`src/proc_settings.svh`:
```
//~~~~~~~~~~~~~~~~~~~~~~~~~~~~~~~~~~~~~~~~~~~~~~~~~~~~~~~~~~~~~~~~~~~~~~
// processor settings: data width, register count, nop encoding
// and the program counter value after reset
//~~~~~~~~~~~~~~~~~~~~~~~~~~~~~~~~~~~~~~~~~~~~~~~~~~~~~~~~~~~~~~~~~~~~~~
`ifndef PROC_SETTINGS_SVH
`define PROC_SETTINGS_SVH

// data and instruction width
`define PROC_DATA_W 16

// general purpose registers
`define PROC_REG_CNT 8

// nop word, also what flushed slots carry
`define PROC_NOP_INST 16'h0800

`define PROC_RESET_PC 16'h0000

`endif

```
`src/proc_pkg.sv`:
```
//~~~~~~~~~~~~~~~~~~~~~~~~~~~~~~~~~~~~~~~~~~~~~~~~~~~~~~~~~~~~~~~~~~~~~~
// processor package: word and register types, opcode and alu enums,
// result state enum, decode-to-execute and execute-to-result structs
//~~~~~~~~~~~~~~~~~~~~~~~~~~~~~~~~~~~~~~~~~~~~~~~~~~~~~~~~~~~~~~~~~~~~~~
`default_nettype none

`include "proc_settings.svh"

package proc_pkg;

  typedef logic [`PROC_DATA_W-1:0] word_t;
  typedef logic [2:0] reg_idx_t;

  // opcode lives in inst[15:11]
  //   reg-reg : rs 10:8, rt 7:5, rd 4:2, func 1:0 (00 add, 01 sub, 10 xor, 11 andn)
  //   i-format: rs 10:8, rd 7:5, imm5 4:0
  //   lbi     : dest 10:8, imm8 7:0, sign extended
  // sub is second operand minus first (rt - rs, imm - rs)
  // andn is a & ~b
  // addi/subi sign extend imm5, xori/andni zero extend it
  // shift and rotate amount is imm[3:0]
  typedef enum logic [4:0] {
    OP_HALT   = 5'b00000,
    OP_NOP    = 5'b00001,
    OP_ADDI   = 5'b01000,
    OP_SUBI   = 5'b01001,
    OP_XORI   = 5'b01010,
    OP_ANDNI  = 5'b01011,
    OP_ROLI   = 5'b10100,
    OP_SLLI   = 5'b10101,
    OP_RORI   = 5'b10110,
    OP_SRLI   = 5'b10111,
    OP_LBI    = 5'b11000,
    OP_ALU_RR = 5'b11011
  } opcode_t;

  typedef enum logic [3:0] {
    ALU_ADD,
    ALU_SUB,
    ALU_XOR,
    ALU_ANDN,
    ALU_ROL,
    ALU_SLL,
    ALU_ROR,
    ALU_SRL,
    ALU_PASS_B
  } alu_op_t;

  typedef enum logic {
    ST_RUNNING,
    ST_HALTED
  } run_state_t;

  typedef struct packed {
    logic     valid;
    alu_op_t  alu_op;
    reg_idx_t rs;
    logic     use_rs;
    reg_idx_t rt;
    logic     use_rt;
    reg_idx_t dest;
    logic     reg_write;
    logic     use_imm;
    word_t    imm;
    logic     halt;
    logic     illegal;
    word_t    a;
    word_t    b;
  } ex_ctrl_t;

  typedef struct packed {
    logic     valid;
    logic     reg_write;
    reg_idx_t dest;
    word_t    data;
    logic     halt;
    logic     illegal;
  } wb_t;

endpackage

`default_nettype wire

```
`src/fetch_stage.sv`:
```
//~~~~~~~~~~~~~~~~~~~~~~~~~~~~~~~~~~~~~~~~~~~~~~~~~~~~~~~~~~~~~~~~~~~~~~
// fetch stage: program counter, instruction register, halt freeze
//~~~~~~~~~~~~~~~~~~~~~~~~~~~~~~~~~~~~~~~~~~~~~~~~~~~~~~~~~~~~~~~~~~~~~~
`timescale 1ns/10ps
`default_nettype none

`include "proc_settings.svh"

module fetch_stage import proc_pkg::*; (
  input  wire logic  clk,
  input  wire logic  reset,
  input  wire logic  halt_seen,
  output word_t      inst_addr,
  input  wire word_t inst_data,
  output word_t      fetch_inst
);

  word_t pc;
  logic  frozen;
  logic  hold;

  // halt in decode stops fetch this cycle, frozen keeps it stopped
  assign hold      = halt_seen | frozen;
  assign inst_addr = pc;

  always_ff @(posedge clk) begin
    if (reset) begin
      pc         <= `PROC_RESET_PC;
      frozen     <= 1'b0;
      fetch_inst <= `PROC_NOP_INST;
    end else begin
      if (halt_seen) begin
        frozen <= 1'b1;
      end
      // byte addressed, two bytes per instruction
      if (!hold) begin
        pc <= pc + word_t'(2);
      end
      // the slot behind the halt turns into a nop
      if (hold) begin
        fetch_inst <= `PROC_NOP_INST;
      end else begin
        fetch_inst <= inst_data;
      end
    end
  end

endmodule

`default_nettype wire

```
`src/decode_stage.sv`:
```
//~~~~~~~~~~~~~~~~~~~~~~~~~~~~~~~~~~~~~~~~~~~~~~~~~~~~~~~~~~~~~~~~~~~~~~
// decode stage: field split, immediate extension, alu function,
// register reads and the decode-to-execute register
//~~~~~~~~~~~~~~~~~~~~~~~~~~~~~~~~~~~~~~~~~~~~~~~~~~~~~~~~~~~~~~~~~~~~~~
`timescale 1ns/10ps
`default_nettype none

`include "proc_settings.svh"

module decode_stage import proc_pkg::*; (
  input  wire logic  clk,
  input  wire logic  reset,
  input  wire word_t fetch_inst,
  output reg_idx_t   rd_idx_a,
  output reg_idx_t   rd_idx_b,
  input  wire word_t rd_data_a,
  input  wire word_t rd_data_b,
  output logic       halt_seen,
  output ex_ctrl_t   ex_ctrl
);

  opcode_t  opcode;
  word_t    imm5_sext;
  word_t    imm5_zext;
  word_t    imm8_sext;
  ex_ctrl_t ctrl_next;

  assign opcode = opcode_t'(fetch_inst[15:11]);

  assign imm5_sext = {{(`PROC_DATA_W-5){fetch_inst[4]}}, fetch_inst[4:0]};
  assign imm5_zext = {{(`PROC_DATA_W-5){1'b0}}, fetch_inst[4:0]};
  assign imm8_sext = {{(`PROC_DATA_W-8){fetch_inst[7]}}, fetch_inst[7:0]};

  // both read ports always look at the same bit fields
  assign rd_idx_a = fetch_inst[10:8];
  assign rd_idx_b = fetch_inst[7:5];

  always_comb begin
    ctrl_next       = '0;
    ctrl_next.valid = 1'b1;
    ctrl_next.rs    = fetch_inst[10:8];
    ctrl_next.rt    = fetch_inst[7:5];
    ctrl_next.a     = rd_data_a;
    ctrl_next.b     = rd_data_b;
    case (opcode)
      OP_NOP: begin
        ctrl_next.valid = 1'b0;
      end
      OP_HALT: begin
        ctrl_next.halt = 1'b1;
      end
      OP_ALU_RR: begin
        ctrl_next.use_rs    = 1'b1;
        ctrl_next.use_rt    = 1'b1;
        ctrl_next.dest      = fetch_inst[4:2];
        ctrl_next.reg_write = 1'b1;
        case (fetch_inst[1:0])
          2'b00:   ctrl_next.alu_op = ALU_ADD;
          2'b01:   ctrl_next.alu_op = ALU_SUB;
          2'b10:   ctrl_next.alu_op = ALU_XOR;
          default: ctrl_next.alu_op = ALU_ANDN;
        endcase
      end
      OP_ADDI, OP_SUBI, OP_XORI, OP_ANDNI, OP_ROLI, OP_SLLI, OP_RORI, OP_SRLI: begin
        ctrl_next.use_rs    = 1'b1;
        ctrl_next.use_imm   = 1'b1;
        ctrl_next.dest      = fetch_inst[7:5];
        ctrl_next.reg_write = 1'b1;
        // logic ops zero extend, the rest sign extend
        if (opcode == OP_XORI || opcode == OP_ANDNI) begin
          ctrl_next.imm = imm5_zext;
        end else begin
          ctrl_next.imm = imm5_sext;
        end
        case (opcode)
          OP_ADDI:  ctrl_next.alu_op = ALU_ADD;
          OP_SUBI:  ctrl_next.alu_op = ALU_SUB;
          OP_XORI:  ctrl_next.alu_op = ALU_XOR;
          OP_ANDNI: ctrl_next.alu_op = ALU_ANDN;
          OP_ROLI:  ctrl_next.alu_op = ALU_ROL;
          OP_SLLI:  ctrl_next.alu_op = ALU_SLL;
          OP_RORI:  ctrl_next.alu_op = ALU_ROR;
          default:  ctrl_next.alu_op = ALU_SRL;
        endcase
      end
      OP_LBI: begin
        ctrl_next.use_imm   = 1'b1;
        ctrl_next.imm       = imm8_sext;
        ctrl_next.dest      = fetch_inst[10:8];
        ctrl_next.reg_write = 1'b1;
        ctrl_next.alu_op    = ALU_PASS_B;
      end
      default: begin
        // unknown opcode, carried along only to raise err
        ctrl_next.illegal = 1'b1;
      end
    endcase
  end

  assign halt_seen = ctrl_next.halt;

  always_ff @(posedge clk) begin
    if (reset) begin
      ex_ctrl <= '0;
    end else begin
      ex_ctrl <= ctrl_next;
    end
  end

endmodule

`default_nettype wire

```
`src/register_file.sv`:
```
//~~~~~~~~~~~~~~~~~~~~~~~~~~~~~~~~~~~~~~~~~~~~~~~~~~~~~~~~~~~~~~~~~~~~~~
// register file: eight words, two read ports, one write port,
// same-cycle write visible on the read ports
//~~~~~~~~~~~~~~~~~~~~~~~~~~~~~~~~~~~~~~~~~~~~~~~~~~~~~~~~~~~~~~~~~~~~~~
`timescale 1ns/10ps
`default_nettype none

`include "proc_settings.svh"

module register_file import proc_pkg::*; (
  input  wire logic     clk,
  input  wire logic     reset,
  input  wire reg_idx_t rd_idx_a,
  input  wire reg_idx_t rd_idx_b,
  output word_t         rd_data_a,
  output word_t         rd_data_b,
  input  wire logic     wr_en,
  input  wire reg_idx_t wr_idx,
  input  wire word_t    wr_data
);

  word_t regs [`PROC_REG_CNT];

  always_ff @(posedge clk) begin
    if (reset) begin
      regs <= '{default: '0};
    end else if (wr_en) begin
      regs[wr_idx] <= wr_data;
    end
  end

  // write-through, so decode sees the result written this cycle
  assign rd_data_a = (wr_en && wr_idx == rd_idx_a) ? wr_data : regs[rd_idx_a];
  assign rd_data_b = (wr_en && wr_idx == rd_idx_b) ? wr_data : regs[rd_idx_b];

endmodule

`default_nettype wire

```
`src/execute_stage.sv`:
```
//~~~~~~~~~~~~~~~~~~~~~~~~~~~~~~~~~~~~~~~~~~~~~~~~~~~~~~~~~~~~~~~~~~~~~~
// execute stage: operand forwarding from the result stage, the alu
// and the execute-to-result register
//~~~~~~~~~~~~~~~~~~~~~~~~~~~~~~~~~~~~~~~~~~~~~~~~~~~~~~~~~~~~~~~~~~~~~~
`timescale 1ns/10ps
`default_nettype none

`include "proc_settings.svh"

module execute_stage import proc_pkg::*; (
  input  wire logic     clk,
  input  wire logic     reset,
  input  wire ex_ctrl_t ex_ctrl,
  input  wire logic     fwd_en,
  input  wire reg_idx_t fwd_idx,
  input  wire word_t    fwd_data,
  output wb_t           wb
);

  word_t                     op_a;
  word_t                     op_b;
  word_t                     src_b;
  logic [3:0]                amt;
  logic [2*`PROC_DATA_W-1:0] rot_l;
  logic [2*`PROC_DATA_W-1:0] rot_r;
  word_t                     alu_out;
  wb_t                       wb_next;

  // take the result-stage value when it writes our source register
  function automatic word_t fwd_sel(input logic used, input reg_idx_t idx,
                                    input word_t read_val);
    if (used && fwd_en && fwd_idx == idx) begin
      return fwd_data;
    end
    return read_val;
  endfunction

  always_comb begin
    op_a = fwd_sel(ex_ctrl.use_rs, ex_ctrl.rs, ex_ctrl.a);
    op_b = fwd_sel(ex_ctrl.use_rt, ex_ctrl.rt, ex_ctrl.b);
  end

  assign src_b = ex_ctrl.use_imm ? ex_ctrl.imm : op_b;

  assign amt = src_b[3:0];

  // doubled word makes rotates plain shifts
  assign rot_l = {op_a, op_a} << amt;
  assign rot_r = {op_a, op_a} >> amt;

  always_comb begin
    case (ex_ctrl.alu_op)
      ALU_ADD:    alu_out = op_a + src_b;
      ALU_SUB:    alu_out = src_b - op_a;
      ALU_XOR:    alu_out = op_a ^ src_b;
      ALU_ANDN:   alu_out = op_a & ~src_b;
      ALU_ROL:    alu_out = rot_l[2*`PROC_DATA_W-1:`PROC_DATA_W];
      ALU_SLL:    alu_out = op_a << amt;
      ALU_ROR:    alu_out = rot_r[`PROC_DATA_W-1:0];
      ALU_SRL:    alu_out = op_a >> amt;
      ALU_PASS_B: alu_out = src_b;
      default:    alu_out = '0;
    endcase
  end

  always_comb begin
    wb_next.valid     = ex_ctrl.valid;
    wb_next.reg_write = ex_ctrl.valid & ex_ctrl.reg_write;
    wb_next.dest      = ex_ctrl.dest;
    wb_next.data      = alu_out;
    wb_next.halt      = ex_ctrl.halt;
    wb_next.illegal   = ex_ctrl.illegal;
  end

  always_ff @(posedge clk) begin
    if (reset) begin
      wb <= '0;
    end else begin
      wb <= wb_next;
    end
  end

endmodule

`default_nettype wire

```
`src/result_stage.sv`:
```
//~~~~~~~~~~~~~~~~~~~~~~~~~~~~~~~~~~~~~~~~~~~~~~~~~~~~~~~~~~~~~~~~~~~~~~
// result stage: register write, halted fsm, err pulse
//~~~~~~~~~~~~~~~~~~~~~~~~~~~~~~~~~~~~~~~~~~~~~~~~~~~~~~~~~~~~~~~~~~~~~~
`timescale 1ns/10ps
`default_nettype none

module result_stage import proc_pkg::*; (
  input  wire logic clk,
  input  wire logic reset,
  input  wire wb_t  wb,
  output logic      wr_en,
  output reg_idx_t  wr_idx,
  output word_t     wr_data,
  output logic      halted,
  output logic      err
);

  run_state_t state;
  run_state_t state_next;
  logic       halt_now;

  assign halt_now = wb.valid & wb.halt;

  always_comb begin
    state_next = state;
    if (state == ST_RUNNING && halt_now) begin
      state_next = ST_HALTED;
    end
  end

  // only reset leaves the halted state
  always_ff @(posedge clk) begin
    if (reset) begin
      state <= ST_RUNNING;
    end else begin
      state <= state_next;
    end
  end

  assign wr_en   = wb.valid & wb.reg_write & (state == ST_RUNNING);
  assign wr_idx  = wb.dest;
  assign wr_data = wb.data;

  // halted already shows in the halt's own result cycle
  assign halted = halt_now | (state == ST_HALTED);
  assign err    = wb.valid & wb.illegal;

endmodule

`default_nettype wire

```
`src/proc.sv`:
```
//~~~~~~~~~~~~~~~~~~~~~~~~~~~~~~~~~~~~~~~~~~~~~~~~~~~~~~~~~~~~~~~~~~~~~~
// processor top: fetch, decode with register file, execute, result
//~~~~~~~~~~~~~~~~~~~~~~~~~~~~~~~~~~~~~~~~~~~~~~~~~~~~~~~~~~~~~~~~~~~~~~
`timescale 1ns/10ps
`default_nettype none

module proc import proc_pkg::*; (
  input  wire logic  clk,
  input  wire logic  reset,
  output word_t      inst_addr,
  input  wire word_t inst_data,
  output logic       wb_en,
  output reg_idx_t   wb_reg,
  output word_t      wb_data,
  output logic       halted,
  output logic       err
);

  word_t    fetch_inst;
  logic     halt_seen;
  reg_idx_t rd_idx_a;
  reg_idx_t rd_idx_b;
  word_t    rd_data_a;
  word_t    rd_data_b;
  ex_ctrl_t ex_ctrl;
  wb_t      wb;

  fetch_stage u_fetch (
    .clk        (clk),
    .reset      (reset),
    .halt_seen  (halt_seen),
    .inst_addr  (inst_addr),
    .inst_data  (inst_data),
    .fetch_inst (fetch_inst)
  );

  decode_stage u_decode (
    .clk        (clk),
    .reset      (reset),
    .fetch_inst (fetch_inst),
    .rd_idx_a   (rd_idx_a),
    .rd_idx_b   (rd_idx_b),
    .rd_data_a  (rd_data_a),
    .rd_data_b  (rd_data_b),
    .halt_seen  (halt_seen),
    .ex_ctrl    (ex_ctrl)
  );

  register_file u_regs (
    .clk       (clk),
    .reset     (reset),
    .rd_idx_a  (rd_idx_a),
    .rd_idx_b  (rd_idx_b),
    .rd_data_a (rd_data_a),
    .rd_data_b (rd_data_b),
    .wr_en     (wb_en),
    .wr_idx    (wb_reg),
    .wr_data   (wb_data)
  );

  // register write doubles as the forwarding source
  execute_stage u_execute (
    .clk      (clk),
    .reset    (reset),
    .ex_ctrl  (ex_ctrl),
    .fwd_en   (wb_en),
    .fwd_idx  (wb_reg),
    .fwd_data (wb_data),
    .wb       (wb)
  );

  result_stage u_result (
    .clk     (clk),
    .reset   (reset),
    .wb      (wb),
    .wr_en   (wb_en),
    .wr_idx  (wb_reg),
    .wr_data (wb_data),
    .halted  (halted),
    .err     (err)
  );

endmodule

`default_nettype wire

```
`config.mk`:
```
export PLATFORM = sky130hd
export DESIGN_NAME = proc
export DESIGN_NICKNAME = d
export VERILOG_FILES = /design/src/proc_pkg.sv /design/src/fetch_stage.sv /design/src/decode_stage.sv /design/src/register_file.sv /design/src/execute_stage.sv /design/src/result_stage.sv /design/src/proc.sv
export VERILOG_INCLUDE_DIRS = /design/src
export SDC_FILE = /design/constraint.sdc
export NUM_CORES = 1
export LEC_CHECK = 0
export CORE_MARGIN = 3
export CORE_UTILIZATION = 37
export DETAILED_ROUTE_END_ITERATION = 10
export DONT_BUFFER_PORTS = 1
export PLACE_DENSITY = 0.63
export SLEW_MARGIN = 15
export SYNTH_ARGS = -nofsm -noshare
export SYNTH_HDL_FRONTEND = slang
export SYNTH_SLANG_ARGS = --single-unit
```
`constraint.sdc`:
```
create_clock -name clk -period 4.5 [get_ports clk]
set_clock_uncertainty 0.05 [all_clocks]
set_input_delay 0 -clock clk [delete_from_list [all_inputs] [get_ports clk]]
set_output_delay 0 -clock clk [all_outputs]
set_load 0.05 [all_outputs]
```
-- Word-level counts from Yosys, hierarchy flattened
Index checks and enable logic that the tools add are counted.
- bits in registers: 253
- latch bits: 0
- bits in writable memories: 0
- bits in read-only memories: 0
- bits of input ports: 18
- output and inout bits: 38
- word-level logic and storage cells: 128
- memories: 0
- $add $sub $neg: 3
- multipliers: 0
- divide/modulo/power cells: 0
- order comparisons: 4
- eq/ne operators: 25
- shifts and indexed selects: 4
- muxes and demuxes: 30
- bitwise gates (word level): 14
- reductions and logical operators: 16
- operator list (kind ; number):
    two-way mux 16 bit ; 13
    one-hot mux 16 bit (9 select lines) ; 1
    bitwise mux 128 bit ; 1
    binary-select mux 16 bit (select 3 bit) ; 2
    demux 16 bit (select 3 bit) ; 1
    one-hot mux 17 bit (2 select lines) ; 1
    left shift 32 x 4 -> 32 bit ; 1
    right shift 32 x 4 -> 16 bit ; 1
    == test 5 bit, second input constant ; 6
    one-hot mux 4 bit (3 select lines) ; 2
    one-hot mux 3 bit (7 select lines) ; 1
    == test 5 x 4 -> 1 bit, second input constant ; 4
    adder 16 bit ; 1
    adder 16 x 2 -> 16 bit, second input constant ; 1
    AND 16 bit ; 1
    == test 4 x 3 -> 1 bit, second input constant ; 4
    inverter 16 bit ; 1
    left shift 16 x 4 -> 16 bit ; 1
    right shift 16 x 4 -> 16 bit ; 1
    subtractor 16 bit ; 1
    bitwise XOR 16 bit ; 1
    == test 3 bit ; 4
    greater-or-equal comparator 4 bit, second input constant ; 3
    inverter 3 -> 4 bit ; 3
    other kinds (21) ; 40

-- Longest topological paths before layout
- depth in word-level cells: 10
- gate-level depth with buffers: 21
- mapped depth without buffers: 19

-- Modules after synthesis
From an unflattened synthesis, not the netlist that was laid out.
- cell total of the unflattened synthesis: 1952
- area total of the unflattened synthesis: 16579.7 um2
- modules (own cells, without submodules) (module ; instances ; cells each ; area an instance (um2) ; seq. area each (um2)):
    register_file ; 1 ; 747 ; 7314.5 ; 2562.5
    execute_stage ; 1 ; 886 ; 5947.0 ; 460.4
    decode_stage ; 1 ; 171 ; 1916.8 ; 1201.2
    fetch_stage ; 1 ; 123 ; 1202.4 ; 640.6
    result_stage ; 1 ; 25 ; 198.9 ; 20.0

-- Worst setup path after synthesis
Ideal clock, no wire load.
- path kind: reg2reg
- start point: reg, netlist name u_execute.wb[19]
- end point: reg, netlist name u_execute.wb[17]
- library setup time: 0.125 ns
- data arrival time: 3.860 ns
- data required time: 4.325 ns
- path slack: 0.465 ns
- stages on the path, launching flop included: 18
- path buffers: 3
- clock period less this slack: 4.035 ns
- path through: dfxtp_1 -> buf_6 -> xnor2_1 -> nand4_1 -> mux2i_1 -> o21ai_1 -> clkbuf_1 -> clkbuf_1 -> ha_1 -> nor2b_1 -> o31a_1 -> o211ai_1 -> a31oi_1 -> a31oi_1 -> o21ai_0 -> xnor2_1 -> nor2_1 -> o41a_1
- longest elaborated chain between the ends: 8
- elaborated cells on any way between the ends: 19
- those cells by class: add/sub: 2; eq/ne: 2; shift: 4; mux: 6; bitwise: 3; reduce/logical: 2
- RTL lines (item ; RTL line ; source):
    parallel branches: the longest is 7 deep, another holds subtractor 16 bit ; -- ;
    one-hot mux 16 bit (9 select lines) * ; execute_stage.sv:52 ; case (ex_ctrl.alu_op)
Mark *: on every way between the ends.
A chain may end at the register's enable or synchronous reset.

-- Worst setup path in the final report
- start point: reg, netlist name u_execute.wb[22]
- end point: reg, netlist name u_execute.wb[14]
- longest elaborated chain between the ends: 10
- elaborated cells on any way between the ends: 21
- those cells by class: add/sub: 2; shift: 4; mux: 6; bitwise: 5; reduce/logical: 4
- RTL lines (item ; RTL line ; source):
    AND 1 bit * (2 in series) ; result_stage.sv:40 ; assign wr_en = wb.valid & wb.reg_write & (state == ST_RUNNING);
    parallel branches: the longest is 7 deep, another holds subtractor 16 bit ; -- ;
    one-hot mux 16 bit (9 select lines) * ; execute_stage.sv:52 ;
Marks and branches as above.

==> results.md <==
- Final slew viol count: 0
- Setup_tns: 0 ps
- Final Setup Violations: 0
- Die X: ~210 um
- Mapped Area: between 10000 and 15000 um^2
- Netlist cell types: 81
- Run status: completed
- Post-synth EDFFs: 0
- CTS tree: built
- Ys flop type: dfxtp_1
- Row count: a little over 70
- Asr flop ratio synth: 0%
- Worst path max stage delay: 420 ps
- Clock Sinks: ~240
- I/O pin total: 56
- First-pass GRT wire length: 78400 um
- Syn_area_per_cell: 8.33 um^2
- Achievable Freq: between 200 and 250 MHz
- Gpl congestion: slightly below 1
- Fill cells: ~4000
- DRT Pass-1 Iters: 5
- WS Path Type: reg -> reg
- Clock buffer depth: 3
- Initial antenna violation count: 1
- P&R area growth vs syn: 11.0%
- Data arrival time of the critical path: approximately 4700 ps
- Clk_lat worst skew: between 500 and 600 ps
- Starting Density: 38.0%
- Worst slew margin: 23.5%
- Post-route ant nets: 0
- DP Wirelength: around 35000 um
- Cell mode on critical path: a211oi_1
- Die height: 207 um
- Vias per inst: approximately 6.0
- Largest net degree at the start of global routing: 202
- Iter 0 DRT Violations: approximately 1400
- IR drop worst, VDD: roughly 0.32 mV
- Leading area contributor after synthesis: dfxtp_1
- Max reg flops: between 100 and 150
- Die Area: roughly 43000 um^2
- Commonest cells in the netlist: 334 x nand2_1, 244 x dfxtp_1, 178 x a21oi_1, 126 x nor2_1, 106 x clkbuf_1
- Fraction of layout cells with a size suffix above 1: roughly 13%
- Max_cap viols: 0
- Crit-path slowest cell: a211oi_1
- Routed wire length: 51500 um
- Final period utilization: roughly 94%
- Nets@finish: 1795
- Number of vias in the routed layout: about 14000
- R2r startpoint: u_execute.wb[22]
- Worst Hold Class: in -> reg
- DR WL/cell: between 20 and 25 um
- CP Data Required Time: 4910 ps
- RR Endpoint: u_execute.wb[14]
- Post-synth top area share: roughly a third
- Critical path fanouts, max: 31
- Fin cells: about 2300
- Total CTS buffers: 27
- RSZ-0062 raised after global routing: no
- Most frequent cell after synthesis: nand2_1
- Total global routing overflow: 0
- Critical Path, Cell by Cell: and4b_1, and4_1, buf_4, nor2_1, a211oi_1, xnor2_1, ha_1, or2_2, a21oi_1, a211oi_1, or3_1, a21o_1, a31oi_1, o311ai_0, and3_1
- Input/output buffers: 0
- DRC viols: 0
- Crit path to: u_execute.wb[14]
- FF-to-FF setup slack: 270 ps
- Critical Path Start: u_execute.wb[22]
- CTS Root Cell: clkbuf_16
- Placed instance count: approximately 2200
- Yosys Warn Count: 0
- Seq cells post-synth: roughly 240
- Vias in the first global route: roughly 13000
- Period minus WS final: approximately 4200 ps
- CP Launch Type: flip-flop
- Mapped Nets: around 1800
- PwrDens: ~320 nW/um^2
- Static leakage: 0.00591 uW
- Final hold viol count: 0
- Clock transition at path regs: 70 ps
- Worst-case reg-to-reg path depth: 15
- Syn Inst Count: approximately 1800
- Least-Margin Pin Slew: 1140 ps
- Sequential area share after synthesis: around a third
- H-tree depth: 1
- CP Capture Type: flip-flop
- Core area: between 30000 and 40000 um^2
- ANT cells: 0
- GRT Resource Usage Total: between 20% and 30%
- Ranking of synthesized cells by area: dfxtp_1 33%, mux4_2 9.7%, nand2_1 8.4%
## layout make-up
cell class	count	area, um^2	area share (%)
sequential	244	4890	29.5
timing repair buffer	89	733	4.43
clock buffer	44	860	5.19
inverter	39	149	0.900
tap	518	648	3.92
multi-input combinational	1342	9190	55.6
clock inverter	5	76.3	0.461
## cell families (layout without fill, tap and decap cells)
| kind of cell | count (synthesis) | in the layout | share of synthesized area (%) |
|---|---|---|---|
| and+or+nand+nor | 648 | 648 | 19.4 |
| AOI/OAI and AO/OA | 443 | 443 | 19.0 |
| DFF | 244 | 244 | 32.8 |
| buffers and inverters | 204 | 177 | 6.06 |
| muxes | 166 | 166 | 16.6 |
| xor gates and xnor gates | 50 | 50 | 3.14 |
| adders and majority gates | 34 | 34 | 2.91 |
| other | 1 | 1 | 0.0252 |
## report_power, final
part	internal [uW]	leakage, uW	switching, uW
sequential	2200	0.00197	92.0
combinational	220	0.00347	429
clock	1370	0.000462	953
total	3790	0.00591	1470
## critical path: cells and delay by family, from the launching register on
family,cells,cell delay (ps)
AO/OA/AOI/OAI,6,1380
XOR/XNOR,1,170
adder cells (fa/ha/maj),1,280
buffers and inverters,1,310
flip-flops,1,400
AND/OR/NAND/NOR,6,1530
## through the flow
stage	hold WS, ps	worst slack [ps]	total power, uW	utilization [%]	instance area (um^2)
2_1_floorplan	51.5	465	2780	-	14900
3_3_place_gp	36.4	271	2940	39.3	15400
3_5_place_dp	36.8	232	2940	39.3	15400
4_1_cts	13.5	225	5290	42.2	16500
5_1_grt	30.9	0.320	5430	42.2	16500
6_report	37.5	266	5260	42.2	16500
## worst min path at each step
| stage | from | end | slack, ps | depth (start not counted) |
|---|---|---|---|---|
| floorplan | inst_data[11] | u_fetch.fetch_inst[11] | 50 | 1 |
| global placement | reset | u_execute.wb[0] | 40 | 1 |
| detailed placement | reset | u_execute.wb[0] | 40 | 1 |
| CTS | inst_data[13] | u_fetch.fetch_inst[13] | 10 | 2 |
| global route | inst_data[12] | u_fetch.fetch_inst[12] | 30 | 2 |
| finish | inst_data[1] | u_fetch.fetch_inst[1] | 40 | 2 |
## placed cells by master (no fill, tap or decap), types with 9 or more instances in the layout
| cell | Yosys | final |
|---|---|---|
| nand3_1 | 21 | 21 |
| xor2_1 | 10 | 10 |
| nand2_1 | 334 | 334 |
| nor2_1 | 126 | 125 |
| o211ai_1 | 11 | 11 |
| clkbuf_16 | 0 | 27 |
| a31oi_1 | 16 | 14 |
| nor3_1 | 48 | 45 |
| dlygate4sd3_1 | 0 | 18 |
| mux4_2 | 64 | 64 |
| a21oi_1 | 178 | 178 |
| o221ai_1 | 9 | 9 |
| ha_1 | 33 | 33 |
| a211oi_1 | 57 | 57 |
| or3_1 | 14 | 14 |
| dfxtp_1 | 244 | 241 |
| clkbuf_8 | 0 | 12 |
| and2_1 | 25 | 25 |
| o21a_1 | 11 | 11 |
| a221oi_1 | 11 | 11 |
| o21ai_0 | 54 | 52 |
| o22ai_1 | 12 | 12 |
| nor2b_1 | 20 | 20 |
| and3_1 | 12 | 12 |
| a22oi_1 | 14 | 14 |
| mux2i_1 | 92 | 91 |
| inv_1 | 37 | 37 |
| xnor2_1 | 36 | 36 |
| buf_4 | 23 | 70 |
## what timing repair did
action | in CTS | in global routing
setup buffers | 0 | 0
setup endpoints to repair | 0 | 3
hold buffers | 19 | 0
gates resized for setup | 0 | 6
endpoints found under the hold margin | 244 | 0
## layer usage
metal / global-route usage [%] / share of wire, %
met1: 31.4 / 41
met3: 3.18 / 7.7
met2: 39.2 / 47
met4: 9.75 / 4.1
met5: 0 / 0.025
Note: power is estimated with default switching activity, not from simulation.
